<file path="src/source/l2_cache_pkg.sv">
package l2_cache_pkg;
    localparam int num_cores = 2;
    localparam int core_id_bits = 1;
    localparam int word_bits = 32;
    localparam int words_per_line = 4;
    localparam int num_sets = 16;                                  // Direct mapped, one way
    localparam int tag_bits = 6;
    localparam int set_bits = $clog2(num_sets);
    localparam int offset_bits = $clog2(words_per_line);
    localparam int line_addr_bits = tag_bits + set_bits;           // Memory side line address
    localparam int miss_queue_depth = 4;
    localparam int perf_events = 3;                                // {hit, miss, writeback}

    typedef logic [word_bits-1:0] l2_word_t;
    typedef logic [tag_bits-1:0] l2_tag_t;
    typedef logic [set_bits-1:0] l2_set_t;
    typedef logic [offset_bits-1:0] l2_offset_t;
    typedef logic [words_per_line*word_bits-1:0] l2_line_t;        // Word 0 in low bits
    typedef logic [line_addr_bits-1:0] l2_line_addr_t;
    typedef logic [core_id_bits-1:0] l2_core_id_t;

    typedef enum logic {
        op_load,
        op_store
    } l2_op_t;

    // 12 bit word address
    typedef struct packed {
        l2_tag_t tag;
        l2_set_t set;
        l2_offset_t offset;
    } l2_addr_t;

    typedef struct packed {
        l2_op_t op;
        l2_core_id_t core_id;
        l2_addr_t addr;
        l2_word_t data;                                            // Store data, unused on load
    } l2_req_t;

    typedef struct packed {
        l2_op_t op;
        l2_core_id_t core_id;
        l2_addr_t addr;
        l2_line_t line;                                            // Line after store applied
    } l2_rsp_t;

    // Carried between pipeline stages
    typedef struct packed {
        l2_req_t req;
        logic is_fill;                                             // Restarted with memory data
        l2_line_t fill_line;
    } l2_pipe_t;

    typedef struct packed {
        l2_line_addr_t line_addr;
        l2_line_t line;
    } l2_wb_t;
endpackage
</file>
<file path="src/source/l2_tag_stage.sv">
module l2_tag_stage import l2_cache_pkg::*; (
    input logic clk,
    input logic rst_n,
    input logic arb_valid,
    input l2_pipe_t arb_pipe,
    input logic tag_update_en,
    input l2_set_t tag_update_set,
    input l2_tag_t tag_update_tag,
    input logic tag_update_dirty,
    output logic tag_valid,
    output l2_pipe_t tag_pipe,
    output logic line_valid,
    output logic line_dirty,
    output l2_tag_t line_tag
);
    logic [num_sets-1:0] valid_bits;
    logic [num_sets-1:0] dirty_bits;
    l2_tag_t tag_array[num_sets];
    l2_set_t lookup_set;
    logic bypass;
    logic lookup_valid;
    logic lookup_dirty;
    l2_tag_t lookup_tag;

    assign lookup_set = arb_pipe.req.addr.set;

    // Update from read stage lands at this edge, so take it directly
    assign bypass = tag_update_en && tag_update_set == lookup_set;
    assign lookup_valid = bypass ? 1'b1 : valid_bits[lookup_set];   // Update always installs
    assign lookup_dirty = bypass ? tag_update_dirty : dirty_bits[lookup_set];
    assign lookup_tag = bypass ? tag_update_tag : tag_array[lookup_set];

    always_ff @(posedge clk or negedge rst_n) begin
        if (!rst_n) begin
            valid_bits <= '0;                                      // All invalid and clean
            dirty_bits <= '0;
        end else if (tag_update_en) begin
            valid_bits[tag_update_set] <= 1'b1;
            dirty_bits[tag_update_set] <= tag_update_dirty;
        end
    end

    always_ff @(posedge clk) begin
        if (tag_update_en)
            tag_array[tag_update_set] <= tag_update_tag;
    end

    always_ff @(posedge clk or negedge rst_n) begin
        if (!rst_n)
            tag_valid <= 1'b0;
        else
            tag_valid <= arb_valid;
    end

    // Lookup result travels with its request
    always_ff @(posedge clk) begin
        tag_pipe <= arb_pipe;
        line_valid <= lookup_valid;
        line_dirty <= lookup_dirty;
        line_tag <= lookup_tag;
    end
endmodule

</file>
<file path="config.mk">
export PLATFORM = sky130hd
export DESIGN_NAME = l2_tag_stage
export DESIGN_NICKNAME = d
export VERILOG_FILES = /design/src/source/l2_cache_pkg.sv /design/src/source/l2_tag_stage.sv
export SDC_FILE = /design/constraint.sdc
export NUM_CORES = 1
export LEC_CHECK = 0
export ABC_AREA = 1
export BUFFER_PORTS_ARGS = -buffer_cell sky130_fd_sc_hd__buf_4
export CAP_MARGIN = 20
export CELL_PAD_IN_SITES_DETAIL_PLACEMENT = 1
export CELL_PAD_IN_SITES_GLOBAL_PLACEMENT = 1
export CORE_MARGIN = 1
export CORE_UTILIZATION = 33
export CTS_CLUSTER_DIAMETER = 150
export DETAILED_ROUTE_END_ITERATION = 12
export PLACE_DENSITY_LB_ADDON = 0.1
export SYNTH_ARGS = -nofsm -noshare
export SYNTH_HDL_FRONTEND = slang
export SYNTH_SLANG_ARGS = --single-unit
</file>
<file path="constraint.sdc">
create_clock -name clk -period 1.2 [get_ports clk]
set_clock_uncertainty 0.2 [all_clocks]
set_input_delay 0.12 -clock clk [delete_from_list [all_inputs] [get_ports clk]]
set_output_delay 0.12 -clock clk [all_outputs]
set_load 0.02 [all_outputs]
</file>
==> reports/results.ini <==
[floorplanning]
ios=374
design.core.area_sq_mm=0.0270
die_area_sq_mm=0.0282
rows=60
dieHeight_um=168
fp.dieW_um=168
initial_core_util_pct=33.7

[grt]
grt_max_degree=34
grt_pass1_wl_um=55800
antenna_found_initial=6
grt_pass1_vias=9464
overflow=0
grt_usage_pct=26.7

[timing]
fin_crit_ns=2.11
hold_ws_ns=-0.164
setup_viol=186
slew_headroom_pct=65.0
fmax_mhz=474
finalCritPeriodShare_pct=176
drv_slew=0
worst_slack_ns=-0.911
fin_tns_setup_ns=-28.02
max_slew.worst_pin.slew_ns=0.525
hold_viol=23
rsz0062_at_grt=yes

[detailed_routing]
postRouteAntennaNets=0
routedWlPerCell_um=21.3
vias_per_cell=4.55
drc=0
routed_wl_um=37800
drt_pass1_iterations=4
vias=8076
drt_iter0_drc=412

[final_layout]
final_cell_mix=275 x dlygate4sd3_1, 221 x buf_4, 183 x buf_6, 173 x dfxtp_2, 96 x edfxtp_1
areaGrowthSynthToFinish_pct=96.2
final_common_cell=dlygate4sd3_1
finalNonFillerCells=1775
drive_above_1_share_pct=50.2
layout.nets=1592

[worst_setup_path]
r2r_cells=7
cp-endpoint=line_tag[2]
crit_start=tag_pipe[163]
path_max_fanout=25
end_kind=output pin
rrSetupSlack_ns=-0.12
arrival_ns=1.79
critPathLaunchType=flip-flop
r2r_start=dirty_bits[8]
path_class=flip-flop to output pin
critPathRequiredTime_ns=0.88
r2r-end=line_dirty

[synth]
postSynthAreaPerCell_sq_um=13.2
yosys_warnings=0
netlist.area_leader.share_pct=39.0
yosysUniqueCellTypes=24
synth-seq-cells=306
synth_area_sq_mm=0.00908
synth_top_area_cell=dfxtp_1
syn_inst=688
syn_nets=878
yosys-top-cells-area=dfxtp_1 39%, edfxtp_1 32%, dfrtp_1 9.1%, nand3_1 3.4%, inv_1 3.3%
synth_seq_area_share_pct=79.9

[status]
violations=negative hold slack, negative setup slack
outcome=complete, but fails checks

[power]
powerDensity_mw_per_mm2=1410
p_leak_uw=0.00771
peakVddDrop_mv=1.15
finalPower_uw=25200

[clock_tree]
cts-root-buf=clkbuf_16
clk_latency_ns=0.56
cts.clk_slew.worst_paths_ns=0.07
htree_num_levels=1
numCtsBuffers=31
numClockSinks=306
cts_tree=built
cts_buffer_depth=3

[place]
hpwl_um=18400
place_congestion=0.764
dp_cells=1429
io_buffers=373

[worst_hold_path]
hp-class=input pin to flip-flop

[job]
drv_cap=0

## registers in the layout, indices dropped and copies added (netlist names)
name        cells
dirty_bits     16
line_valid      1
valid_bits     16
tag_pipe      175
tag_array      96
line_dirty      1
tag_valid       1
## worst min path at each step
stage	startpoint	endpoint	slack [ns]	cells after the start
4_1_cts	tag_update_en	line_dirty	-0.18	5
5_1_grt	tag_update_set[2]	valid_bits[13]	-0.17	4
6_report	tag_update_set[2]	valid_bits[13]	-0.16	4
3_3_place_gp	rst_n	valid_bits[13]	-0.09	1
2_1_floorplan	rst_n	dirty_bits[0]	-0.38	0
3_5_place_dp	rst_n	valid_bits[13]	-0.09	1
## worst max-delay path, cell delays in order, from the launching register on
cell and delay, ns:
dfxtp_4 0.44, buf_8 0.20, a21oi_1 0.09, o21ai_0 0.07
nand3_1 0.12, nand3_1 0.11, nand2_2 0.07, buf_6 0.13
## cells in the mapped netlist, drive strengths merged
library cell / count
o22ai: 1
xnor2: 1
clkbuf: 7
dfrtp: 33
edfxtp: 96
nand4: 1
a21oi: 30
buf: 18
nand2: 70
or2: 10
inv: 82
dfxtp: 177
nor2: 20
nand3: 61
nor3: 1
o21ai: 52
o211ai: 28
## cell type report
type / count / area [sq um]
Antenna cell: 7 / 17.5
Clock buffer: 48 / 952
Clock inverter: 10 / 81.3
Fill cell: 2599 / 9150
Inverter: 82 / 310
Multi-Input combinational cell: 275 / 1560
Sequential cell: 306 / 7480
Tap cell: 341 / 427
Timing Repair Buffer: 706 / 6970
## layer usage
metal	vias to the layer above	global-route usage [%]	part of all wire (%)
met5	-	0	0
met4	0	12.0	4.5
met3	93	4.47	4.3
met2	258	54.5	59
met1	3992	25.8	32
li1	3733	-	-
## kinds of logic (layout without fill, tap and decap cells)
logic type,count (synthesis),after routing,share of synthesized area [%]
XOR/XNOR,1,1,0.0965
flip-flops,306,306,79.9
AND/OR/NAND/NOR,163,163,8.01
buffers and inverters,107,846,5.10
AO/OA/AOI/OAI,111,111,6.91
other,0,7,0
## stage by stage
step | hold slack, ns | utilization, % | setup WS, ns | cell area, sq um
after floorplan | -0.376 | - | -0.265 | 9210
after global placement | -0.0929 | 47.8 | -0.378 | 12900
final | -0.164 | 66.1 | -0.911 | 17800
after global routing | -0.174 | 66.1 | -1.02 | 17800
after CTS | -0.185 | 65.6 | -0.959 | 17700
after detailed placement | -0.0944 | 47.8 | -0.407 | 12900
## repair_timing
| action | in CTS | in global routing |
|---|---|---|
| endpoints found under the hold margin | 355 | 28 |
| endpoints found under the setup margin | 186 | 348 |
| pin swaps | 9 | 11 |
| hold buffers | 278 | 3 |
| gates resized for setup | 377 | 39 |
| cloned | 1 | 0 |
| setup buffers | 1 | 3 |
## power by group
part / switching, uW / total (uW) / internal (uW)
clock: 4210 / 9890 / 5670
combinational: 1620 / 3670 / 2050
sequential: 293 / 11600 / 11300
No activity file was read; power rests on OpenSTA's default activity.
