## src/source/l2_cache_pkg.sv

```systemverilog
package l2_cache_pkg;
    localparam int num_cores = 2;
    localparam int core_id_bits = 1;
    localparam int word_bits = 32;
    localparam int words_per_line = 4;
    localparam int num_sets = 16;                                  // Direct mapped, one way
    localparam int tag_bits = 6;
    localparam int set_bits = $clog2(num_sets);
    localparam int offset_bits = $clog2(words_per_line);
    localparam int line_addr_bits = tag_bits + set_bits;           // Memory side line address
    localparam int miss_queue_depth = 4;
    localparam int perf_events = 3;                                // {hit, miss, writeback}

    typedef logic [word_bits-1:0] l2_word_t;
    typedef logic [tag_bits-1:0] l2_tag_t;
    typedef logic [set_bits-1:0] l2_set_t;
    typedef logic [offset_bits-1:0] l2_offset_t;
    typedef logic [words_per_line*word_bits-1:0] l2_line_t;        // Word 0 in low bits
    typedef logic [line_addr_bits-1:0] l2_line_addr_t;
    typedef logic [core_id_bits-1:0] l2_core_id_t;

    typedef enum logic {
        op_load,
        op_store
    } l2_op_t;

    // 12 bit word address
    typedef struct packed {
        l2_tag_t tag;
        l2_set_t set;
        l2_offset_t offset;
    } l2_addr_t;

    typedef struct packed {
        l2_op_t op;
        l2_core_id_t core_id;
        l2_addr_t addr;
        l2_word_t data;                                            // Store data, unused on load
    } l2_req_t;

    typedef struct packed {
        l2_op_t op;
        l2_core_id_t core_id;
        l2_addr_t addr;
        l2_line_t line;                                            // Line after store applied
    } l2_rsp_t;

    // Carried between pipeline stages
    typedef struct packed {
        l2_req_t req;
        logic is_fill;                                             // Restarted with memory data
        l2_line_t fill_line;
    } l2_pipe_t;

    typedef struct packed {
        l2_line_addr_t line_addr;
        l2_line_t line;
    } l2_wb_t;
endpackage
```

## src/source/l2_read_stage.sv

```systemverilog
module l2_read_stage import l2_cache_pkg::*; (
    input logic clk,
    input logic rst_n,
    input logic tag_valid,
    input l2_pipe_t tag_pipe,
    input logic line_valid,
    input logic line_dirty,
    input l2_tag_t line_tag,
    input logic data_write_en,
    input l2_set_t data_write_set,
    input l2_line_t data_write_line,
    output logic read_valid,
    output l2_pipe_t read_pipe,
    output l2_line_t read_line,
    output logic hit,
    output logic tag_update_en,
    output l2_set_t tag_update_set,
    output l2_tag_t tag_update_tag,
    output logic tag_update_dirty,
    output logic miss_push,
    output l2_req_t miss_req,
    output logic wb_push,
    output l2_wb_t wb_entry,
    output logic perf_miss
);
    l2_line_t data_array[num_sets];
    l2_set_t set_idx;
    l2_line_t array_line;
    logic cache_hit;
    logic is_store;
    logic fill_miss;                                               // Fill that installs its line
    logic core_miss;

    assign set_idx = tag_pipe.req.addr.set;
    assign is_store = tag_pipe.req.op == op_store;
    assign cache_hit = line_valid && line_tag == tag_pipe.req.addr.tag;
    assign fill_miss = tag_valid && tag_pipe.is_fill && !cache_hit;
    assign core_miss = tag_valid && !tag_pipe.is_fill && !cache_hit;

    // Update stage writes the same set at this edge
    assign array_line = (data_write_en && data_write_set == set_idx) ? data_write_line
                                                                     : data_array[set_idx];

    always_ff @(posedge clk) begin
        if (data_write_en)
            data_array[data_write_set] <= data_write_line;
    end

    // Install on fill, mark dirty on store hit; collided fill store counts as a hit
    assign tag_update_en = fill_miss || (tag_valid && cache_hit && is_store);
    assign tag_update_set = set_idx;
    assign tag_update_tag = tag_pipe.req.addr.tag;
    assign tag_update_dirty = is_store;

    assign miss_push = core_miss;
    assign miss_req = tag_pipe.req;
    assign perf_miss = core_miss;

    // Victim leaves before the new line overwrites it
    assign wb_push = fill_miss && line_valid && line_dirty;
    assign wb_entry = '{line_addr: {line_tag, set_idx}, line: array_line};

    always_ff @(posedge clk or negedge rst_n) begin
        if (!rst_n)
            read_valid <= 1'b0;
        else
            read_valid <= tag_valid && (cache_hit || tag_pipe.is_fill);  // Misses drop out
    end

    always_ff @(posedge clk) begin
        read_pipe <= tag_pipe;
        read_line <= array_line;
        hit <= cache_hit;
    end
endmodule

```

## config.mk

```make
export PLATFORM = sky130hd
export DESIGN_NAME = l2_read_stage
export DESIGN_NICKNAME = d
export VERILOG_FILES = /design/src/source/l2_cache_pkg.sv /design/src/source/l2_read_stage.sv
export SDC_FILE = /design/constraint.sdc
export NUM_CORES = 2
export LEC_CHECK = 0
export BUFFER_PORTS_ARGS = -buffer_cell sky130_fd_sc_hd__buf_4
export CORE_MARGIN = 8
export CORE_UTILIZATION = 50
export CTS_CLUSTER_DIAMETER = 150
export DETAILED_ROUTE_END_ITERATION = 8
export MAX_ROUTING_LAYER = met4
export PLACE_DENSITY_LB_ADDON = 0.1
export REMOVE_ABC_BUFFERS = 1
export SLEW_MARGIN = 25
export SYNTH_ARGS = -nofsm -noshare
export SYNTH_HDL_FRONTEND = slang
export SYNTH_SLANG_ARGS = --single-unit
```

## constraint.sdc

```tcl
create_clock -name clk -period 3.6 [get_ports clk]
set_clock_uncertainty 0.2 [all_clocks]
set_input_delay 0.54 -clock clk [delete_from_list [all_inputs] [get_ports clk]]
set_output_delay 0.54 -clock clk [all_outputs]
set_load 0.02 [all_outputs]
```

==> flow_metrics.env <==
export IMPL_numPortBuffers=822
export IMPL_drt_pass1_iterations=5
export IMPL_post_cts_buffers=0
export IMPL_hold_buffers=306
export IMPL_muxShareOfSynthArea_pct=15.3
export IMPL_worst_setup_path_type="in2out"
export IMPL_yosys_area_share_xor_xnor_pct=0.103
export IMPL_cts_htree_levels=4
export IMPL_place_congestion=0.777
export IMPL_synth_cell_type_count=29
export IMPL_fin_crit_sh_pct=96.1
export IMPL_grt_pass1_vias=45500
export IMPL_drive_gt1_share_pct=38.9
export IMPL_path_clk_slew_ns=0.06
export IMPL_cap_violations=0
export IMPL_hp_class="in2reg"
export IMPL_rsz0062_at_grt="no"
export IMPL_synth_compound_area_share_pct=2.29
export IMPL_synth_seq_cells=2353
export IMPL_antenna_found_initial=5
export IMPL_synth_area_um2=84800
export IMPL_final_area_um2=106000
export IMPL_leakage_nw=36.3
export IMPL_syn_instance_count=3682
export IMPL_yosys_area_share_simple_pct=0.779
export IMPL_r2r_slack_ns=1.65
export IMPL_track_usage_pct=23.1
export IMPL_die_h_um=428
export IMPL_grt_first_pass_wirelength_mm=306
export IMPL_drtIter0Drc=3572
export IMPL_fin_tns_setup_ns=0
export IMPL_final_common_cell="edfxtp_1"
export IMPL_critPathMaxFanout=15
export IMPL_dp_hpwl_mm=116
export IMPL_ir_worst_vdd_v=0.000527
export IMPL_ys_warn_count=0
export IMPL_final_cell_mix="2048 x edfxtp_1, 925 x buf_4, 512 x mux4_2"
export IMPL_finalWirelength_mm=210
export IMPL_r2r_end="read_line[31]"
export IMPL_drc=0
export IMPL_final_net_count=5306
export IMPL_clk_latency_ns=0.84
export IMPL_worstMarginPinSlew_ns=0.744
export IMPL_worstSetupStartpointType="primary input"
export IMPL_finalSetupViolations=0
export IMPL_grt_start_max_net_pins=82
export IMPL_wl_per_cell_um=28.4
export IMPL_min_to="data_array[0][87]"
export IMPL_cts_resized=0
export IMPL_worstSetupEndpointType="primary output"
export IMPL_core_area_um2=169000
export IMPL_r2r_start="data_array[15][31]"
export IMPL_die_area_um2=183000
export IMPL_clockRootBuffer="clkbuf_16"
export IMPL_fmax_mhz=289
export IMPL_syn2layout_area_growth_pct=24.6
export IMPL_relSlewSlack_pct=50.4
export IMPL_nFillCells=11700
export IMPL_hold_start="data_write_set[0]"
export IMPL_r2r_cells=4
export IMPL_start_util_pct=50.2
export IMPL_synth_top_family_by_area="multiplexers"
export IMPL_synth_fa_ha_area_share_pct=0
export IMPL_synth_seq_area_share_pct=79.7
export IMPL_critPathArrivalTime_ns=2.72
export IMPL_rows=151
export IMPL_holdPathStages=3
export IMPL_via_per_inst=5.69
export IMPL_p_per_area_nw_per_um2=561
export IMPL_dpl_cell_area_um2=95000
export IMPL_hold_viol_final=0
export IMPL_overflow=0
export IMPL_cts_sinks=2353
export IMPL_clk_path_buf_depth=3
export IMPL_pin_count=823
export IMPL_dr_total_vias=42200
export IMPL_ant_nets=0
export IMPL_cts_buffers=233
export IMPL_synth_area_per_cell_um2=23.0
export IMPL_cp_required_ns=2.86
export IMPL_dieWidth_um=428
export IMPL_min_period_ns=3.46
export IMPL_status="finished clean"
export IMPL_tritoncts="done"
export IMPL_maxSlewViolCount=0
==> worst max-delay path by stage <==
stage | start | to | slack, ns | depth (start not counted)
after floorplan | tag_pipe[165] | wb_entry[0] | -11.68 | 3
after global placement | tag_pipe[163] | wb_entry[9] | 0.15 | 9
after detailed placement | tag_pipe[163] | wb_entry[74] | 0.15 | 9
after CTS | tag_pipe[163] | wb_entry[74] | 0.14 | 9
after global routing | tag_pipe[163] | wb_entry[116] | 0.04 | 9
final | tag_pipe[163] | wb_entry[74] | 0.14 | 9
==> report_power, final <==
group          leakage (nW)  total, W  switching [W]  internal, W
logic                  11.5   0.00479        0.00262      0.00217
registers              21.1    0.0306       0.000185       0.0304
clock network          3.71    0.0239         0.0100       0.0139
==> registers in the layout (all words and copies together), names as in the netlist <==
name / count
hit: 1
data_array: 2048
read_valid: 1
read_line: 128
read_pipe: 175
==> metal layers <==
metal	up-vias	global-route usage (%)	wire length (um)	part of all wire, %
li1	18000	-	-	-
met1	22500	28.9	83700	40
met2	1356	40.2	111000	53
met3	299	3.46	11000	5.2
met4	0	5.73	4790	2.3
met5	-	-	0	0
==> cells in the mapped netlist <==
master	count	area share, %
a21oi_1	1	0.0059
a22oi_1	256	2.3
and2_1	1	0.0074
buf_1	28	0.12
buf_2	35	0.21
buf_4	84	0.74
buf_6	29	0.39
clkbuf_1	78	0.35
dfrtp_1	1	0.030
dfxtp_1	304	7.2
edfxtp_1	2048	73
inv_1	2	0.0089
mux2_2	128	1.7
mux4_2	512	14
nand2_1	130	0.58
nand2b_1	2	0.015
nand3_1	2	0.012
nand3b_1	2	0.018
nand4_1	1	0.0074
nor2_1	14	0.062
nor2b_1	2	0.015
nor3_1	6	0.035
nor4_1	1	0.0074
o21a_1	1	0.0089
o41ai_1	1	0.010
or3_1	2	0.015
or3b_2	1	0.010
xnor2_1	4	0.041
xor2_1	6	0.062
==> through the flow <==
| step | hold WS [ns] | std cells | util [%] | total power [W] | setup slack [ns] |
|---|---|---|---|---|---|
| floorplan | 0.0444 | 3428 | - | 0.0332 | -11.68 |
| global placement | 0.128 | 6664 | 56.2 | 0.0357 | 0.149 |
| detailed placement | 0.127 | 6664 | 56.2 | 0.0358 | 0.149 |
| CTS | 0.0470 | 7405 | 62.5 | 0.0598 | 0.141 |
| global route | 0.0858 | 7409 | 62.6 | 0.0610 | 0.0405 |
| finish | 0.131 | 7411 | 62.6 | 0.0592 | 0.140 |
==> cells by family after synthesis <==
logic type	count (synthesis)
AO/OA/AOI/OAI	259
flip-flops	2353
XOR/XNOR	10
AND/OR/NAND/NOR	164
multiplexers	640
buffers and inverters	256
==> worst max-delay path, cell delays in order <==
cell and delay [ns]:
buf_8 0.17, buf_12 0.23, buf_4 0.21, buf_12 0.17, mux4_2 0.51, a22oi_1 0.24, nand2_1 0.12, mux2_2 0.29
buf_4 0.16
==> layout make-up <==
cell class                 instances  area, um2  share of cell area, %
tap                             2218       2780                   2.63
inverter                           2       7.51                0.00711
antenna                            6       15.0                 0.0142
sequential                      2353      67600                   64.0
clock buffer                     311       6530                   6.18
clock inverter                   124       1060                   1.00
timing repair buffer            1324      11900                   11.2
multi-input combinational       1073      15800                   15.0
Note: power is estimated with default switching activity, not from simulation.
