### src/source/l2_cache_pkg.sv
package l2_cache_pkg;
    localparam int num_cores = 2;
    localparam int core_id_bits = 1;
    localparam int word_bits = 32;
    localparam int words_per_line = 4;
    localparam int num_sets = 16;                                  // Direct mapped, one way
    localparam int tag_bits = 6;
    localparam int set_bits = $clog2(num_sets);
    localparam int offset_bits = $clog2(words_per_line);
    localparam int line_addr_bits = tag_bits + set_bits;           // Memory side line address
    localparam int miss_queue_depth = 4;
    localparam int perf_events = 3;                                // {hit, miss, writeback}

    typedef logic [word_bits-1:0] l2_word_t;
    typedef logic [tag_bits-1:0] l2_tag_t;
    typedef logic [set_bits-1:0] l2_set_t;
    typedef logic [offset_bits-1:0] l2_offset_t;
    typedef logic [words_per_line*word_bits-1:0] l2_line_t;        // Word 0 in low bits
    typedef logic [line_addr_bits-1:0] l2_line_addr_t;
    typedef logic [core_id_bits-1:0] l2_core_id_t;

    typedef enum logic {
        op_load,
        op_store
    } l2_op_t;

    // 12 bit word address
    typedef struct packed {
        l2_tag_t tag;
        l2_set_t set;
        l2_offset_t offset;
    } l2_addr_t;

    typedef struct packed {
        l2_op_t op;
        l2_core_id_t core_id;
        l2_addr_t addr;
        l2_word_t data;                                            // Store data, unused on load
    } l2_req_t;

    typedef struct packed {
        l2_op_t op;
        l2_core_id_t core_id;
        l2_addr_t addr;
        l2_line_t line;                                            // Line after store applied
    } l2_rsp_t;

    // Carried between pipeline stages
    typedef struct packed {
        l2_req_t req;
        logic is_fill;                                             // Restarted with memory data
        l2_line_t fill_line;
    } l2_pipe_t;

    typedef struct packed {
        l2_line_addr_t line_addr;
        l2_line_t line;
    } l2_wb_t;
endpackage
### src/source/l2_update_stage.sv
module l2_update_stage import l2_cache_pkg::*; (
    input logic clk,
    input logic rst_n,
    input logic read_valid,
    input l2_pipe_t read_pipe,
    input l2_line_t read_line,
    input logic hit,
    output logic data_write_en,
    output l2_set_t data_write_set,
    output l2_line_t data_write_line,
    output logic response_valid,
    output l2_rsp_t response,
    output logic perf_hit
);
    l2_line_t base_line;
    l2_line_t merged_line;
    logic is_store;

    assign is_store = read_pipe.req.op == op_store;

    // Collided fill keeps the cached copy, memory data is stale
    assign base_line = (read_pipe.is_fill && !hit) ? read_pipe.fill_line : read_line;

    always_comb begin
        merged_line = base_line;
        if (is_store)
            merged_line[read_pipe.req.addr.offset * word_bits +: word_bits] = read_pipe.req.data;
    end

    assign data_write_en = read_valid && (read_pipe.is_fill || is_store);
    assign data_write_set = read_pipe.req.addr.set;
    assign data_write_line = merged_line;

    always_ff @(posedge clk or negedge rst_n) begin
        if (!rst_n) begin
            response_valid <= 1'b0;
            perf_hit <= 1'b0;
        end else begin
            response_valid <= read_valid;
            perf_hit <= read_valid && hit && !read_pipe.is_fill;  // Fills already counted as miss
        end
    end

    always_ff @(posedge clk) begin
        response <= '{op: read_pipe.req.op, core_id: read_pipe.req.core_id,
                      addr: read_pipe.req.addr, line: merged_line};
    end
endmodule

### config.mk
export PLATFORM = sky130hd
export DESIGN_NAME = l2_update_stage
export DESIGN_NICKNAME = d
export VERILOG_FILES = /design/src/source/l2_cache_pkg.sv /design/src/source/l2_update_stage.sv
export SDC_FILE = /design/constraint.sdc
export NUM_CORES = 1
export LEC_CHECK = 0
export BUFFER_PORTS_ARGS = -buffer_cell sky130_fd_sc_hd__buf_2
export CAP_MARGIN = 20
export CORE_AREA = 10 10 218 220
export CTS_BUF_LIST = sky130_fd_sc_hd__clkbuf_4
export DETAILED_ROUTE_END_ITERATION = 16
export DIE_AREA = 0 0 228 230
export PLACE_DENSITY = 0.36
export SYNTH_ARGS = -nofsm -noshare
export SYNTH_HDL_FRONTEND = slang
export SYNTH_SLANG_ARGS = --single-unit
export TNS_END_PERCENT = 100
### constraint.sdc
create_clock -name clk -period 2.4 [get_ports clk]
set_clock_uncertainty 0.1 [all_clocks]
set_input_delay 0.36 -clock clk [delete_from_list [all_inputs] [get_ports clk]]
set_output_delay 0.36 -clock clk [all_outputs]
set_load 0.02 [all_outputs]
==> flow_summary.toml, run 1 <==
[clock_tree]
ctsLongestPathBuffers = 2
clk_pin_slew_ns = 0.14
h-tree-depth = 4
cts_sinks = 144
cts_buffers = 17
clockRootBuffer = "clkbuf_4"
cts_tree = "done"

[power]
p_sw_frac = 0.3526
power.density_nw_per_um2 = 513.4
power_frac_clock = 0.252
total_power_mw = 6.999
internal_power_mw = 4.531
seqPwrFrac = 0.380
ir_drop_uv = 268.8
p_comb_frac = 0.368
leakage_nw = 6.850
power_switching_mw = 2.468

[route]
ant_nets = 0
totalWireLength_mm = 44.18
drt-wirelength-per-cell_um = 22.40
num_vias = 7837
routed_via_density = 3.974
dr.pass1.iters = 4
drt_iter0_markers = 258
drc = 0

[synth]
synthCells = 470
yosys_register_bits = 144
synth_fp_nets = 782
ys_warn_count = 0
yosysUniqueCellTypes = 26
syn-cell-area_um2 = 5802
syn_avg_cell_area_um2 = 12.34
seq_area_frac_synth = 0.4986

[setup_path]
worstPathArrival_ns = 1.96
cp_cell_sequence = "buf_6 > inv_4 > ha_4 > buf_6 > nand3b_4 > nor4b_4 > buf_6 > o2bb2ai_1 > buf_4"
worstSetupPathType = "primary input to output pin"
required_ns = 1.94
crit_family = "buffers and inverters"
cp_slowest_cell = "nor4b_4"
start_kind = "primary input"
crit_buf_inv = 5
critPathMaxFanout = 15
max_stage_delay_ns = 0.32
crit_path_end_kind = "output pin"
path_common_cell = "buf_6"

[placement]
gp_congestion = 0.8679
placedCellCount = 1657
dpl.hpwl_mm = 33.33
placed_cell_area_um2 = 9866
port-buffer-count = 583
place_worst_setup_slack_ns = -0.2799

[grt]
antenna_found_initial = 2
grt_pass1_vias = 8635
grt_max_degree = 40
gr-total-overflow = 0
grt_usage = 0.1603
grt_pass1_wl_mm = 60.81

[floorplanning]
die_w_um = 228
initial_core_util = 0.1353
die_h_um = 230
core_area_um2 = 42890
die_area_um2 = 52440
rows = 76
ios = 584

[sta]
tightest_slew_ns = 0.5107
whs_ns = 0.1095
tns_ns = -0.02117
slew_headroom = 0.6498
fmax_ghz = 0.4130
setup_viol = 1
final_max_slew_viol_count = 0
setup_ws_ns = -0.02117
rsz0062_at_grt = "yes"
min_period_ns = 2.421
finalCritPeriodShare = 1.009
final_hold_viol_count = 0

[outcome]
status = "complete, but fails checks"
violations = "negative setup slack"

[finish]
area_growth_pct = 135.0
instances_no_fill = 1972
layout-drive-gt1-share = 0.5426
fin_area_um2 = 13630
nets = 1684
layout_common_cells = "buf_2, dlygate4sd3_1, dfxtp_1"
final_util = 0.3179
mostFrequentLayoutCell = "buf_2"

[job]
cap_violations = 0

[hold_path]
min_path_type = "primary input to flop"
-- worst min-delay path: cells and delay by family --
kind            cells  cell delay (ns)
buf+inv             2             0.31
compound gates      1             0.21
-- per-layer routing --
metal  track usage  part of all wire  vias up
met5             0                 0        -
met4       0.06874             0.031        0
met3       0.06058             0.079       65
met2        0.2823              0.50      420
met1        0.1686              0.39     3735
li1              -                 -     3617
-- Yosys cell counts (all sizes together) --
master   number  area [µm²]
nor2          2       10.01
nor3          1       5.000
nand2         1       3.750
o22ai         1       6.260
dfxtp       142        2843
ha            5       62.56
nor3b         1       18.77
nor4b         2       38.78
dfrtp         2       50.05
mux2i       128        1281
clkbuf       14       52.55
buf          31       183.9
inv           2       7.510
and2          4       25.02
nand3b        1       20.02
and3          1       6.260
o2bb2ai     127        1150
and3b         1       8.760
nand4b        1       8.760
nand2b        2       12.51
o21a          1       7.510
-- power by group through the flow --
stage	clock, mW	combinational, mW	sequential, mW
6_report	1.76	2.57	2.66
3_3_place_gp	0	1.99	2.71
4_1_cts	1.86	2.51	2.66
5_1_grt	1.94	2.73	2.68
3_5_place_dp	0	1.97	2.71
2_1_floorplan	0	0.649	2.99
-- logic make-up after synthesis --
group / Yosys count / share of synthesized area
buf+inv: 47 / 0.04205
mux: 128 / 0.2208
flops: 144 / 0.4986
fa+ha+maj: 5 / 0.01078
compound gates: 129 / 0.2006
simple gates: 17 / 0.02717
-- path summary, 6_finish.rpt --
kind                                start                  endpoint  slack [ns]  cells after the start
max                        read_pipe[162]       data_write_line[73]       -0.02                      9
max in group asynchronous           rst_n        perf_hit$_DFF_PN0_        1.64                      3
min                        read_pipe[136]       response[7]$_DFF_P_        0.11                      3
min in group asynchronous           rst_n  response_valid$_DFF_PN0_        0.43                      3
-- flip-flops by register name, summed over array words and instances (netlist names) --
register / flops
response: 142
response_valid: 1
perf_hit: 1
-- cell type report --
type,instances,area (µm²)
Antenna cell,3,7.507
Clock buffer,19,142.6
Clock inverter,12,142.6
Fill cell,4510,29250
Inverter,2,12.51
Multi-Input combinational cell,279,3055
Sequential cell,144,2893
Tap cell,585,732.0
Timing Repair Buffer,928,6648
-- repair_timing --
| item | 4_1_cts | 5_1_grt |
|---|---|---|
| buffers inserted | 4 | 4 |
| cloned | 3 | 1 |
| pin swaps | 2 | 3 |
| gates resized for setup | 72 | 72 |
| hold endpoints to repair | 145 | 0 |
| endpoints found under the setup margin | 70 | 74 |
| hold buffers | 269 | 0 |
No activity file was read; power rests on OpenSTA's default activity.
==> run 2, diff against run 1 <==
Settings changed: CORE_AREA 10 10 218 220 to 10 10 216 218, DIE_AREA 0 0 228 230 to 0 0 226 228, SETUP_SLACK_MARGIN set to 0.5.
==> flow_summary.toml, run 2 (synthesized netlist as in run 1, its figures left out) <==
[floorplanning]
die_w_um = 226
ios = 584
rows = 76
die_h_um = 228
core_area_um2 = 42510
initial_core_util = 0.1365
die_area_um2 = 51530

[finish]
n_fill_cell = 4209
instances_no_fill = 1878
fin_area_um2 = 15710
mostFrequentLayoutCell = "buf_2"
final_util = 0.3697
multi_input_area_um2 = 4856
largestRegisters = "response x142, perf_hit x1, response_valid x1"
area_growth_pct = 170.8
regArea_um2 = 2893
layout_common_cells = "buf_2, dlygate4sd3_1, dfxtp_1"
registers.top_by_ff_count = "response"
largest_reg_flops = 142
layout-drive-gt1-share = 0.6533
nets = 1624

[power]
power_frac_clock = 0.243
total_power_mw = 7.475
p_comb_frac = 0.402
internal_power_mw = 4.804
seqPwrFrac = 0.355
ir_drop_uv = 304.4
power.density_nw_per_um2 = 475.7
leakage_nw = 7.381
power_switching_mw = 2.671
p_sw_frac = 0.3574

[placement]
place_worst_setup_slack_ns = -0.09959
dpl.hpwl_mm = 32.93
gp_congestion = 0.7966
port-buffer-count = 583
placed_cell_area_um2 = 10910
placedCellCount = 1601

[sta]
tns_ns = 0
slew_headroom = 0.7064
final_hold_viol_count = 1
final_max_slew_viol_count = 0
setup_viol = 0
setup_ws_ns = 0.09367
whs_ns = -0.2548
min_period_ns = 2.306
finalCritPeriodShare = 0.9610
rsz0062_at_grt = "yes"
tightest_slew_ns = 0.4281
fmax_ghz = 0.4336

[setup_path]
required_ns = 1.94
cp_cell_sequence = "buf_12 > inv_12 > ha_4 > nand3b_4 > nor4b_4 > buf_6 > buf_12 > buf_16 > o2bb2ai_4 > buf_6"
worstSetupPathType = "primary input to output pin"
worstPathArrival_ns = 1.85
critPathMaxFanout = 7
cp_slowest_cell = "ha_4"
max_stage_delay_ns = 0.27
crit_path_end_kind = "output pin"
start_kind = "primary input"

[outcome]
status = "complete, but fails checks"
violations = "negative hold slack"

[grt]
grt_pass1_vias = 8480
grt_pass1_wl_mm = 61.93
grt_usage = 0.1684
antenna_found_initial = 6
grt_max_degree = 27
gr-total-overflow = 0

[route]
top_layer_used = "met5"
totalWireLength_mm = 44.59
routed_via_density = 3.962
met3WireLength_mm = 3.957
met1_length_mm = 16.13
drt_iter0_markers = 176
dr.pass1.iters = 4
drt-wirelength-per-cell_um = 23.74
drc = 0
ant_nets = 0
met2_length_mm = 23.52
num_vias = 7441

[hold_path]
min_path_type = "primary input to flop"

[clock_tree]
cts_buffers = 17
clk_pin_slew_ns = 0.14
clockRootBuffer = "clkbuf_4"
cts_sinks = 144
cts_tree = "done"
h-tree-depth = 4
ctsLongestPathBuffers = 2

[job]
cap_violations = 0
## run 2: changes by cell type in the layout (fill, tap and decap cells not counted), sizes merged
cell          delta
clkinvlp         -1
buf             +25
dlygate4sd3     -87
dlymetal6s4s     +1
diode            +5
clkbuf           +2
## run 2: critical path, delay by kind of cell
kind            cells  cell delay, ns
compound gates      1            0.13
buf+inv             6            0.73
fa+ha+maj           1            0.27
simple gates        2            0.32
## run 2: layout make-up
class | instances | area share
diodes | 8 | 0.001274
clock buffers | 20 | 0.009555
multi-input cells | 279 | 0.3090
flip-flops and latches | 144 | 0.1841
clock inverters | 11 | 0.008918
repair buffers | 868 | 0.4419
inverters | 2 | 0.001752
well taps | 546 | 0.04347
## run 2: final timing paths
path	startpoint	to	slack (ns)	cells past startpoint
worst max-delay path	read_pipe[161]	data_write_line[75]	0.09	10
worst min-delay path	read_pipe[174]	response[141]$_DFF_P_	-0.25	1
max in group asynchronous	rst_n	perf_hit$_DFF_PN0_	1.69	3
min in group asynchronous	rst_n	response_valid$_DFF_PN0_	0.39	3
## run 2: power by group through the flow
stage | combinational [mW] | sequential, mW | clock, mW
2_1_floorplan | 0.806 | 2.99 | 0
3_3_place_gp | 2.15 | 2.71 | 0
3_5_place_dp | 2.13 | 2.71 | 0
4_1_cts | 2.92 | 2.65 | 1.93
5_1_grt | 3.17 | 2.68 | 1.98
6_report | 3.00 | 2.66 | 1.82
## run 2: metal layers
metal | global-route usage | up-vias
li1 | - | 3498
met1 | 0.1704 | 3546
met2 | 0.3063 | 343
met3 | 0.06749 | 52
met4 | 0.05594 | 2
met5 | 0 | -
## run 2: repair_timing
item,4_1_cts,5_1_grt
setup endpoints to repair,128,128
resized for setup,329,63
endpoints found under the hold margin,146,2
buffers inserted,30,15
pin swaps,8,3
hold buffers,182,1
cloned,10,0
