==> config.mk <==
export PLATFORM = sky130hd
export DESIGN_NAME = l2_mem_interface
export DESIGN_NICKNAME = d
export VERILOG_FILES = /design/src/source/l2_cache_pkg.sv /design/src/source/l2_mem_interface.sv
export SDC_FILE = /design/constraint.sdc
export NUM_CORES = 1
export LEC_CHECK = 0
export ABC_AREA = 1
export ABC_CLOCK_PERIOD_IN_PS = 17200
export BUFFER_PORTS_ARGS = -buffer_cell sky130_fd_sc_hd__buf_2
export CORE_AREA = 5 5 247 249
export DETAILED_ROUTE_END_ITERATION = 12
export DIE_AREA = 0 0 252 254
export GPL_ROUTABILITY_DRIVEN = 0
export SLEW_MARGIN = 30
export SYNTH_ARGS = -nofsm -noshare
export SYNTH_HDL_FRONTEND = slang
export SYNTH_SLANG_ARGS = --single-unit
export TNS_END_PERCENT = 50
==> constraint.sdc <==
create_clock -name clk -period 17.2 [get_ports clk]
set_input_delay 3.44 -clock clk [delete_from_list [all_inputs] [get_ports clk]]
set_output_delay 3.44 -clock clk [all_outputs]
set_load 0.1 [all_outputs]
==> src/source/l2_cache_pkg.sv <==
package l2_cache_pkg;
    localparam int num_cores = 2;
    localparam int core_id_bits = 1;
    localparam int word_bits = 32;
    localparam int words_per_line = 4;
    localparam int num_sets = 16;                                  // Direct mapped, one way
    localparam int tag_bits = 6;
    localparam int set_bits = $clog2(num_sets);
    localparam int offset_bits = $clog2(words_per_line);
    localparam int line_addr_bits = tag_bits + set_bits;           // Memory side line address
    localparam int miss_queue_depth = 4;
    localparam int perf_events = 3;                                // {hit, miss, writeback}

    typedef logic [word_bits-1:0] l2_word_t;
    typedef logic [tag_bits-1:0] l2_tag_t;
    typedef logic [set_bits-1:0] l2_set_t;
    typedef logic [offset_bits-1:0] l2_offset_t;
    typedef logic [words_per_line*word_bits-1:0] l2_line_t;        // Word 0 in low bits
    typedef logic [line_addr_bits-1:0] l2_line_addr_t;
    typedef logic [core_id_bits-1:0] l2_core_id_t;

    typedef enum logic {
        op_load,
        op_store
    } l2_op_t;

    // 12 bit word address
    typedef struct packed {
        l2_tag_t tag;
        l2_set_t set;
        l2_offset_t offset;
    } l2_addr_t;

    typedef struct packed {
        l2_op_t op;
        l2_core_id_t core_id;
        l2_addr_t addr;
        l2_word_t data;                                            // Store data, unused on load
    } l2_req_t;

    typedef struct packed {
        l2_op_t op;
        l2_core_id_t core_id;
        l2_addr_t addr;
        l2_line_t line;                                            // Line after store applied
    } l2_rsp_t;

    // Carried between pipeline stages
    typedef struct packed {
        l2_req_t req;
        logic is_fill;                                             // Restarted with memory data
        l2_line_t fill_line;
    } l2_pipe_t;

    typedef struct packed {
        l2_line_addr_t line_addr;
        l2_line_t line;
    } l2_wb_t;
endpackage
==> src/source/l2_mem_interface.sv <==
module l2_mem_interface import l2_cache_pkg::*; (
    input logic clk,
    input logic rst_n,
    input logic miss_push,
    input l2_req_t miss_req,
    input logic wb_push,
    input l2_wb_t wb_entry,
    output logic mem_read_en,
    output l2_line_addr_t mem_read_addr,
    output logic mem_write_en,
    output l2_line_addr_t mem_write_addr,
    output l2_line_t mem_write_data,
    input logic mem_read_valid,
    input l2_line_t mem_read_data,
    output logic restart_valid,
    output l2_pipe_t restart,
    output logic stall,
    output logic perf_writeback
);
    localparam int ptr_bits = $clog2(miss_queue_depth);

    typedef enum logic [2:0] {
        s_idle,
        s_writeback,
        s_read,
        s_wait,
        s_restart,
        s_drain0,                                                  // Fill on its way to read stage
        s_drain1
    } seq_state_t;

    seq_state_t state;
    l2_req_t miss_fifo[miss_queue_depth];
    logic [ptr_bits-1:0] wr_ptr;
    logic [ptr_bits-1:0] rd_ptr;
    logic [ptr_bits:0] count;
    logic pop;
    l2_req_t head;
    logic wb_pending;
    l2_wb_t wb_reg;
    l2_line_t fill_line;

    assign head = miss_fifo[rd_ptr];
    assign pop = state == s_restart;
    assign stall = count >= 2;

    assign mem_read_en = state == s_read;
    assign mem_read_addr = {head.addr.tag, head.addr.set};
    assign mem_write_en = state == s_writeback;
    assign mem_write_addr = wb_reg.line_addr;
    assign mem_write_data = wb_reg.line;
    assign perf_writeback = mem_write_en;
    assign restart_valid = state == s_restart;
    assign restart = '{req: head, is_fill: 1'b1, fill_line: fill_line};

    always_ff @(posedge clk or negedge rst_n) begin
        if (!rst_n) begin
            state <= s_idle;
            wr_ptr <= '0;
            rd_ptr <= '0;
            count <= '0;
            wb_pending <= 1'b0;
        end else begin
            if (miss_push)
                wr_ptr <= wr_ptr + 1'b1;
            if (pop)
                rd_ptr <= rd_ptr + 1'b1;
            count <= count + (ptr_bits + 1)'(miss_push) - (ptr_bits + 1)'(pop);
            if (wb_push)
                wb_pending <= 1'b1;
            else if (state == s_writeback)
                wb_pending <= 1'b0;
            case (state)
                s_idle: begin
                    if (wb_pending)                                // Victim goes before next read
                        state <= s_writeback;
                    else if (count != 0)
                        state <= s_read;
                end
                s_writeback: state <= s_idle;
                s_read: state <= s_wait;
                s_wait: if (mem_read_valid) state <= s_restart;
                s_restart: state <= s_drain0;
                s_drain0: state <= s_drain1;
                s_drain1: state <= s_idle;                         // Any victim now in wb_reg
                default: state <= s_idle;
            endcase
        end
    end

    always_ff @(posedge clk) begin
        if (miss_push)
            miss_fifo[wr_ptr] <= miss_req;
        if (wb_push)
            wb_reg <= wb_entry;
        if (state == s_wait && mem_read_valid)
            fill_line <= mem_read_data;
    end
endmodule

==> results of run 1 <==
-- power breakdown --
| part | internal [mW] | switching (mW) | leakage, nW |
|---|---|---|---|
| Sequential | 1.39 | 0.0434 | 4.33 |
| Combinational | 0.236 | 1.48 | 3.23 |
| Clock | 0.653 | 0.448 | 0.820 |
| Total | 2.28 | 1.97 | 8.38 |
-- cells in the final DEF, fill, tap and decap left out, types with 4 or more instances in the layout --
cell | Yosys | final
o22ai_2 | 10 | 10
bufinv_16 | 0 | 7
o21ai_2 | 4 | 4
buf_4 | 13 | 10
diode_2 | 0 | 20
clkinv_2 | 0 | 5
o21ai_1 | 27 | 27
nor2_1 | 90 | 90
nor2_4 | 10 | 10
o21ai_0 | 63 | 63
buf_2 | 8 | 642
nand2_1 | 19 | 19
inv_1 | 16 | 12
dfrtp_1 | 11 | 10
clkbuf_16 | 0 | 51
clkinv_1 | 0 | 11
o22ai_1 | 36 | 36
inv_2 | 2 | 6
edfxtp_1 | 450 | 450
ha_1 | 7 | 7
clkbuf_1 | 12 | 9
-- registers in the layout, summed over array words and instances, names as in the netlist --
name,count
rd_ptr,2
count,3
state,3
wr_ptr,2
mem_write_data,128
wb_pending,1
mem_write_addr,10
fill_line,128
miss_fifo,184
-- critical path: cells and delay by family, from the launching register on --
kind | cells | cell delay, ns
DFF | 1 | 0.38
AOI/OAI and AO/OA | 1 | 0.51
and+or+nand+nor | 1 | 0.09
buffers and inverters | 4 | 2.07
-- worst max-delay path by stage --
stage	start	slack, ns	end	cells after the start
floorplan	mem_read_valid	4.35	fill_line[0]	2
global placement	rd_ptr[0]	10.62	mem_read_addr[8]	6
detailed placement	rd_ptr[0]	10.60	mem_read_addr[8]	6
CTS	rd_ptr[0]	9.93	mem_read_addr[8]	6
global route	rd_ptr[0]	9.80	mem_read_addr[8]	6
finish	rd_ptr[0]	10.03	mem_read_addr[8]	6
-- cell families after synthesis --
logic type	after synthesis
flops	461
compound gates	143
simple gates	125
buf+inv	61
fa+ha+maj	8
xor+xnor	3
other cells	1
-- synthesized netlist by cell type --
| cell type | count | area [um2] |
|---|---|---|
| a21oi_1 | 1 | 5.00 |
| buf_12 | 2 | 40.0 |
| buf_2 | 8 | 40.0 |
| buf_4 | 13 | 97.6 |
| buf_6 | 7 | 78.8 |
| clkbuf_1 | 12 | 45.0 |
| conb_1 | 1 | 3.75 |
| dfrtp_1 | 11 | 275 |
| edfxtp_1 | 450 | 13500 |
| fa_1 | 1 | 20.0 |
| ha_1 | 7 | 87.6 |
| inv_1 | 16 | 60.1 |
| inv_2 | 2 | 7.51 |
| inv_4 | 1 | 6.26 |
| nand2_1 | 19 | 71.3 |
| nand3_1 | 3 | 15.0 |
| nand3b_1 | 1 | 7.51 |
| nor2_1 | 90 | 338 |
| nor2_2 | 1 | 6.26 |
| nor2_4 | 10 | 113 |
| nor3_1 | 1 | 5.00 |
| o211ai_1 | 1 | 7.51 |
| o21ai_0 | 63 | 315 |
| o21ai_1 | 27 | 135 |
| o21ai_2 | 4 | 35.0 |
| o21bai_1 | 1 | 7.51 |
| o22ai_1 | 36 | 225 |
| o22ai_2 | 10 | 125 |
| xnor2_1 | 1 | 8.76 |
| xor2_1 | 2 | 17.5 |
-- layout make-up --
cell class                      count  area share [%]
Sequential cell                   461            64.4
Timing Repair Buffer              654            15.5
Multi-Input combinational cell    280            7.25
Clock buffer                       60            6.11
Tap cell                          773            4.51
Clock inverter                     32            1.74
Inverter                           19           0.345
Antenna cell                       20           0.234
-- metal layers --
metal,wire [um],vias to the layer above,GRT usage (%)
met3,8560,143,9.79
met1,21000,4901,20.5
met2,28300,535,27.9
li1,-,4416,-
met5,150,-,0
met4,1860,22,6.11
==> results_dict.tcl, run 1 <==
set metrics [dict create \
    status "complete, no violations" \
    hold_viol_final 0 \
    drive_above_1_share_pct 50.5 \
    maxCapViolCount 0 \
    cp_max_fo 94 \
    slew_viol_final 0 \
    yosys-mux-area-fraction_pct 0 \
    grt_pass1_wl_mm 78.8 \
    r2r_slack_ns 14.89 \
    ctsHoldBuffers 0 \
    final.setup_skew_ns 0.0224 \
    powerDensity_nw_per_um2 198 \
    cts.sinks 461 \
    syn2layout_area_growth_pct 36.4 \
    relSlewSlack_pct 36.4 \
    fin_cells 2299 \
    max_stage_delay_ns 0.77 \
    dp.cells 2187 \
    required_ns 13.76 \
    hp-class "register to register" \
    die_w_um 252 \
    insertion_delay_ns 0.59 \
    antenna_found_initial 56 \
    r2r-start "state[2]" \
    r2r_cells 3 \
    yosys_warnings 0 \
    ys_types 30 \
    holdPathStages 1 \
    hpwl_mm 45.7 \
    cts_resized 0 \
    postCtsSetupBuffers 0 \
    htree_levels 2 \
    power.leakage_nw 8.38 \
    ys_seq_area_share_pct 87.8 \
    viasPerCell 4.36 \
    netlist_area_um2 15700 \
    die_h_um 254 \
    min-delay-start "wr_ptr[0]" \
    place_area_um2 19700 \
    drt_iter0_drc 826 \
    synth_adder_area_share_pct 0.685 \
    crit_top_cell "buf_4" \
    setup_ws_ns 10.03 \
    arrival_ns 3.73 \
    end_kind "output port" \
    grt_max_degree 95 \
    fin_area_um2 21400 \
    io_pins 645 \
    tightest_slew_ns 0.954 \
    grt_pass1_vias 10001 \
    core-area_um2 58500 \
    clk_pin_slew_worst_paths_ns 0.06 \
    power.total_mw 4.25 \
    min_to "wr_ptr[0]" \
    fp-row-count 89 \
    syn_inst 802 \
    fmax_mhz 139 \
    utilization_pct 36.7 \
    fin_setup_tns_ns 0 \
    grt_usage_pct 17.7 \
    multiInputGateArea_um2 1550 \
    start_util_pct 26.9 \
    clock-root-buffer "clkbuf_16" \
    reg2reg_to "fill_line[0]" \
    regArea_um2 13800 \
    n_fill_cell 5572 \
    setup_violations 0 \
    synth_area_per_cell_um2 19.6 \
    vias 10017 \
    wl_per_cell_um 26.0 \
    synth_compound_area_share_pct 5.45 \
    synth-simple-area-share_pct 3.54 \
    cts_buffer_depth 3 \
    worst_setup_path_start_kind "register" \
    postRouteAntennaNets 0 \
    drc 0 \
    synth_xor_area_share_pct 0.167 \
    nets 1791 \
    cts_tree "built" \
    syn_nets 1127 \
    peakVddDrop_mv 0.221 \
    drt_pass1_iterations 5 \
    hold_ws_ns 0.531 \
    fin_crit_ns 7.17 \
    post-route-period-util_pct 41.7 \
    cts_buffers 50 \
    synth_top_family_by_area "compound AO/OA/AOI/OAI gates" \
    place_ws_ns 10.60 \
    path_class "register to output port" \
    wl_mm 59.8 \
    grt_setup_unrepaired "false" \
    crit_slowest_cell "buf_4" \
    io_buffers 643 \
    dieArea_um2 64000 \
    grt_overflow 0 \
    path_cells "buf_4, inv_4, buf_4, nor2_1, o22ai_1, buf_2" \
    synth_seq_cells 461 \
]
(Power assumes the default switching activity.)
==> run 2, diff against run 1 <==
--- a/config.mk
+++ b/config.mk
@@ -6,11 +6,11 @@
 export NUM_CORES = 1
 export LEC_CHECK = 0
 export ABC_AREA = 1
-export ABC_CLOCK_PERIOD_IN_PS = 17200
+export ABC_CLOCK_PERIOD_IN_PS = 6800
 export BUFFER_PORTS_ARGS = -buffer_cell sky130_fd_sc_hd__buf_2
-export CORE_AREA = 5 5 247 249
+export CORE_AREA = 5 5 250 252
 export DETAILED_ROUTE_END_ITERATION = 12
-export DIE_AREA = 0 0 252 254
+export DIE_AREA = 0 0 255 257
 export GPL_ROUTABILITY_DRIVEN = 0
 export SLEW_MARGIN = 30
 export SYNTH_ARGS = -nofsm -noshare
==> constraint.sdc (replaced) <==
create_clock -name clk -period 6.8 [get_ports clk]
set_input_delay 1.36 -clock clk [delete_from_list [all_inputs] [get_ports clk]]
set_output_delay 1.36 -clock clk [all_outputs]
set_load 0.1 [all_outputs]
==> results_dict.tcl, run 2 (synthesized netlist as in run 1, its figures left out) <==
set metrics [dict create \
    status "complete, no violations" \
    drt-met1-wl_mm 22.9 \
    grt_overflow 0 \
    grt_usage_pct 18.3 \
    wl_mm 62.7 \
    insertion_delay_ns 0.60 \
    largest-register "miss_fifo" \
    clk_pin_slew_worst_paths_ns 0.06 \
    antenna_found_initial 73 \
    hold_viol_final 0 \
    arrival_ns 3.25 \
    n_fill_cell 5782 \
    place_ws_ns 2.77 \
    required_ns 5.44 \
    mostFrequentLayoutCells "642 x buf_2, 450 x edfxtp_1, 90 x nor2_1" \
    postCtsSetupBuffers 0 \
    peakVddDrop_mv 0.437 \
    wl_met3_mm 12.1 \
    wl_per_cell_um 27.0 \
    end_kind "output port" \
    setup_violations 0 \
    fmax_mhz 217 \
    grt_max_degree 93 \
    core-area_um2 59900 \
    worst_setup_path_start_kind "register" \
    largest_reg_flops 184 \
    hpwl_mm 48.9 \
    cts_buffers 51 \
    drt_iter0_drc 844 \
    drt_pass1_iterations 5 \
    drive_above_1_share_pct 51.1 \
    utilization_pct 36.0 \
    die_w_um 255 \
    wl_met2_mm 26.2 \
    cts_tree "built" \
    postRouteAntennaNets 0 \
    cts_buffer_depth 3 \
    hold_ws_ns 0.531 \
    drc 0 \
    slew_viol_final 0 \
    path_class "register to output port" \
    post-route-period-util_pct 67.8 \
    viasPerCell 4.38 \
    final.setup_skew_ns 0.0153 \
    cts_resized 0 \
    htree_levels 2 \
    top_layer_used "met5" \
    vias 10190 \
    hp-class "register to register" \
    grt_setup_unrepaired "false" \
    grt_pass1_wl_mm 83.0 \
    io_pins 645 \
    clock-root-buffer "clkbuf_16" \
    syn2layout_area_growth_pct 37.2 \
    die_h_um 257 \
    cp_max_fo 47 \
    io_buffers 643 \
    power.leakage_nw 8.41 \
    dieArea_um2 65500 \
    nets 1792 \
    maxCapViolCount 0 \
    fin_crit_ns 4.61 \
    tightest_slew_ns 0.845 \
    start_util_pct 26.2 \
    cts.sinks 461 \
    relSlewSlack_pct 43.6 \
    setup_ws_ns 2.19 \
    final_common_cell "buf_2" \
    ctsHoldBuffers 0 \
    fin_setup_tns_ns 0 \
    fp-row-count 90 \
    grt_pass1_vias 10332 \
    powerDensity_nw_per_um2 502 \
]
==> run 2: changes by cell type in the layout (fill, tap and decap cells not counted), moves of 2 or more <==
cell and delta:
inv_6 -2, clkinvlp_4 +2, clkinv_1 -4, clkinv_2 +7
diode_2 +16, clkbuf_1 -2
==> run 2: path summary, 6_finish.rpt <==
check | from | end | slack, ns | cells past startpoint
max in group asynchronous | rst_n | rd_ptr[0] | 5.94 | 1
max reg2reg | wr_ptr[1] | miss_fifo[1][45] | 4.91 | 5
min in group asynchronous | rst_n | rd_ptr[0] | 0.63 | 1
min | wb_pending | wb_pending | 0.53 | 2
max | rd_ptr[0] | restart[167] | 2.19 | 5
min reg2reg | wb_pending | wb_pending | 0.53 | 2
==> run 2: where the power goes <==
part | internal (mW) | total (mW) | switching [mW]
combinational | 0.594 | 4.31 | 3.72
clock | 1.68 | 2.85 | 1.17
sequential | 3.52 | 3.65 | 0.126
total | 5.80 | 10.8 | 5.01
==> run 2: final cells by class <==
cell class	instances	area (um2)	area share, %
diodes	36	90.1	0.418
clock buffers	59	1330	6.16
clock inverters	36	418	1.94
inverters	19	73.8	0.343
multi-input cells	280	1560	7.24
flip-flops and latches	461	13800	64.0
well taps	782	978	4.54
repair buffers	654	3310	15.4
==> run 2: critical path, cell delays in order (launching register included) <==
cell	delay [ns]
dfrtp_4	0.61
inv_4	0.45
buf_4	0.66
nor2_1	0.09
o22ai_1	0.34
buf_2	0.50
==> run 2: per-stage QoR <==
stage	cells	cell area, um2	total power [mW]
after detailed placement	2196	19700	8.05
after global routing	2298	21500	11.2
after floorplan	802	15700	7.36
after global placement	2196	19700	8.00
after CTS	2291	21500	10.9
final	2327	21600	10.8
==> run 2: metal layers <==
layer	global-route usage (%)	vias to the layer above
li1	-	4441
met1	22.5	5006
met2	25.8	607
met3	13.6	116
met4	4.26	20
met5	0	-
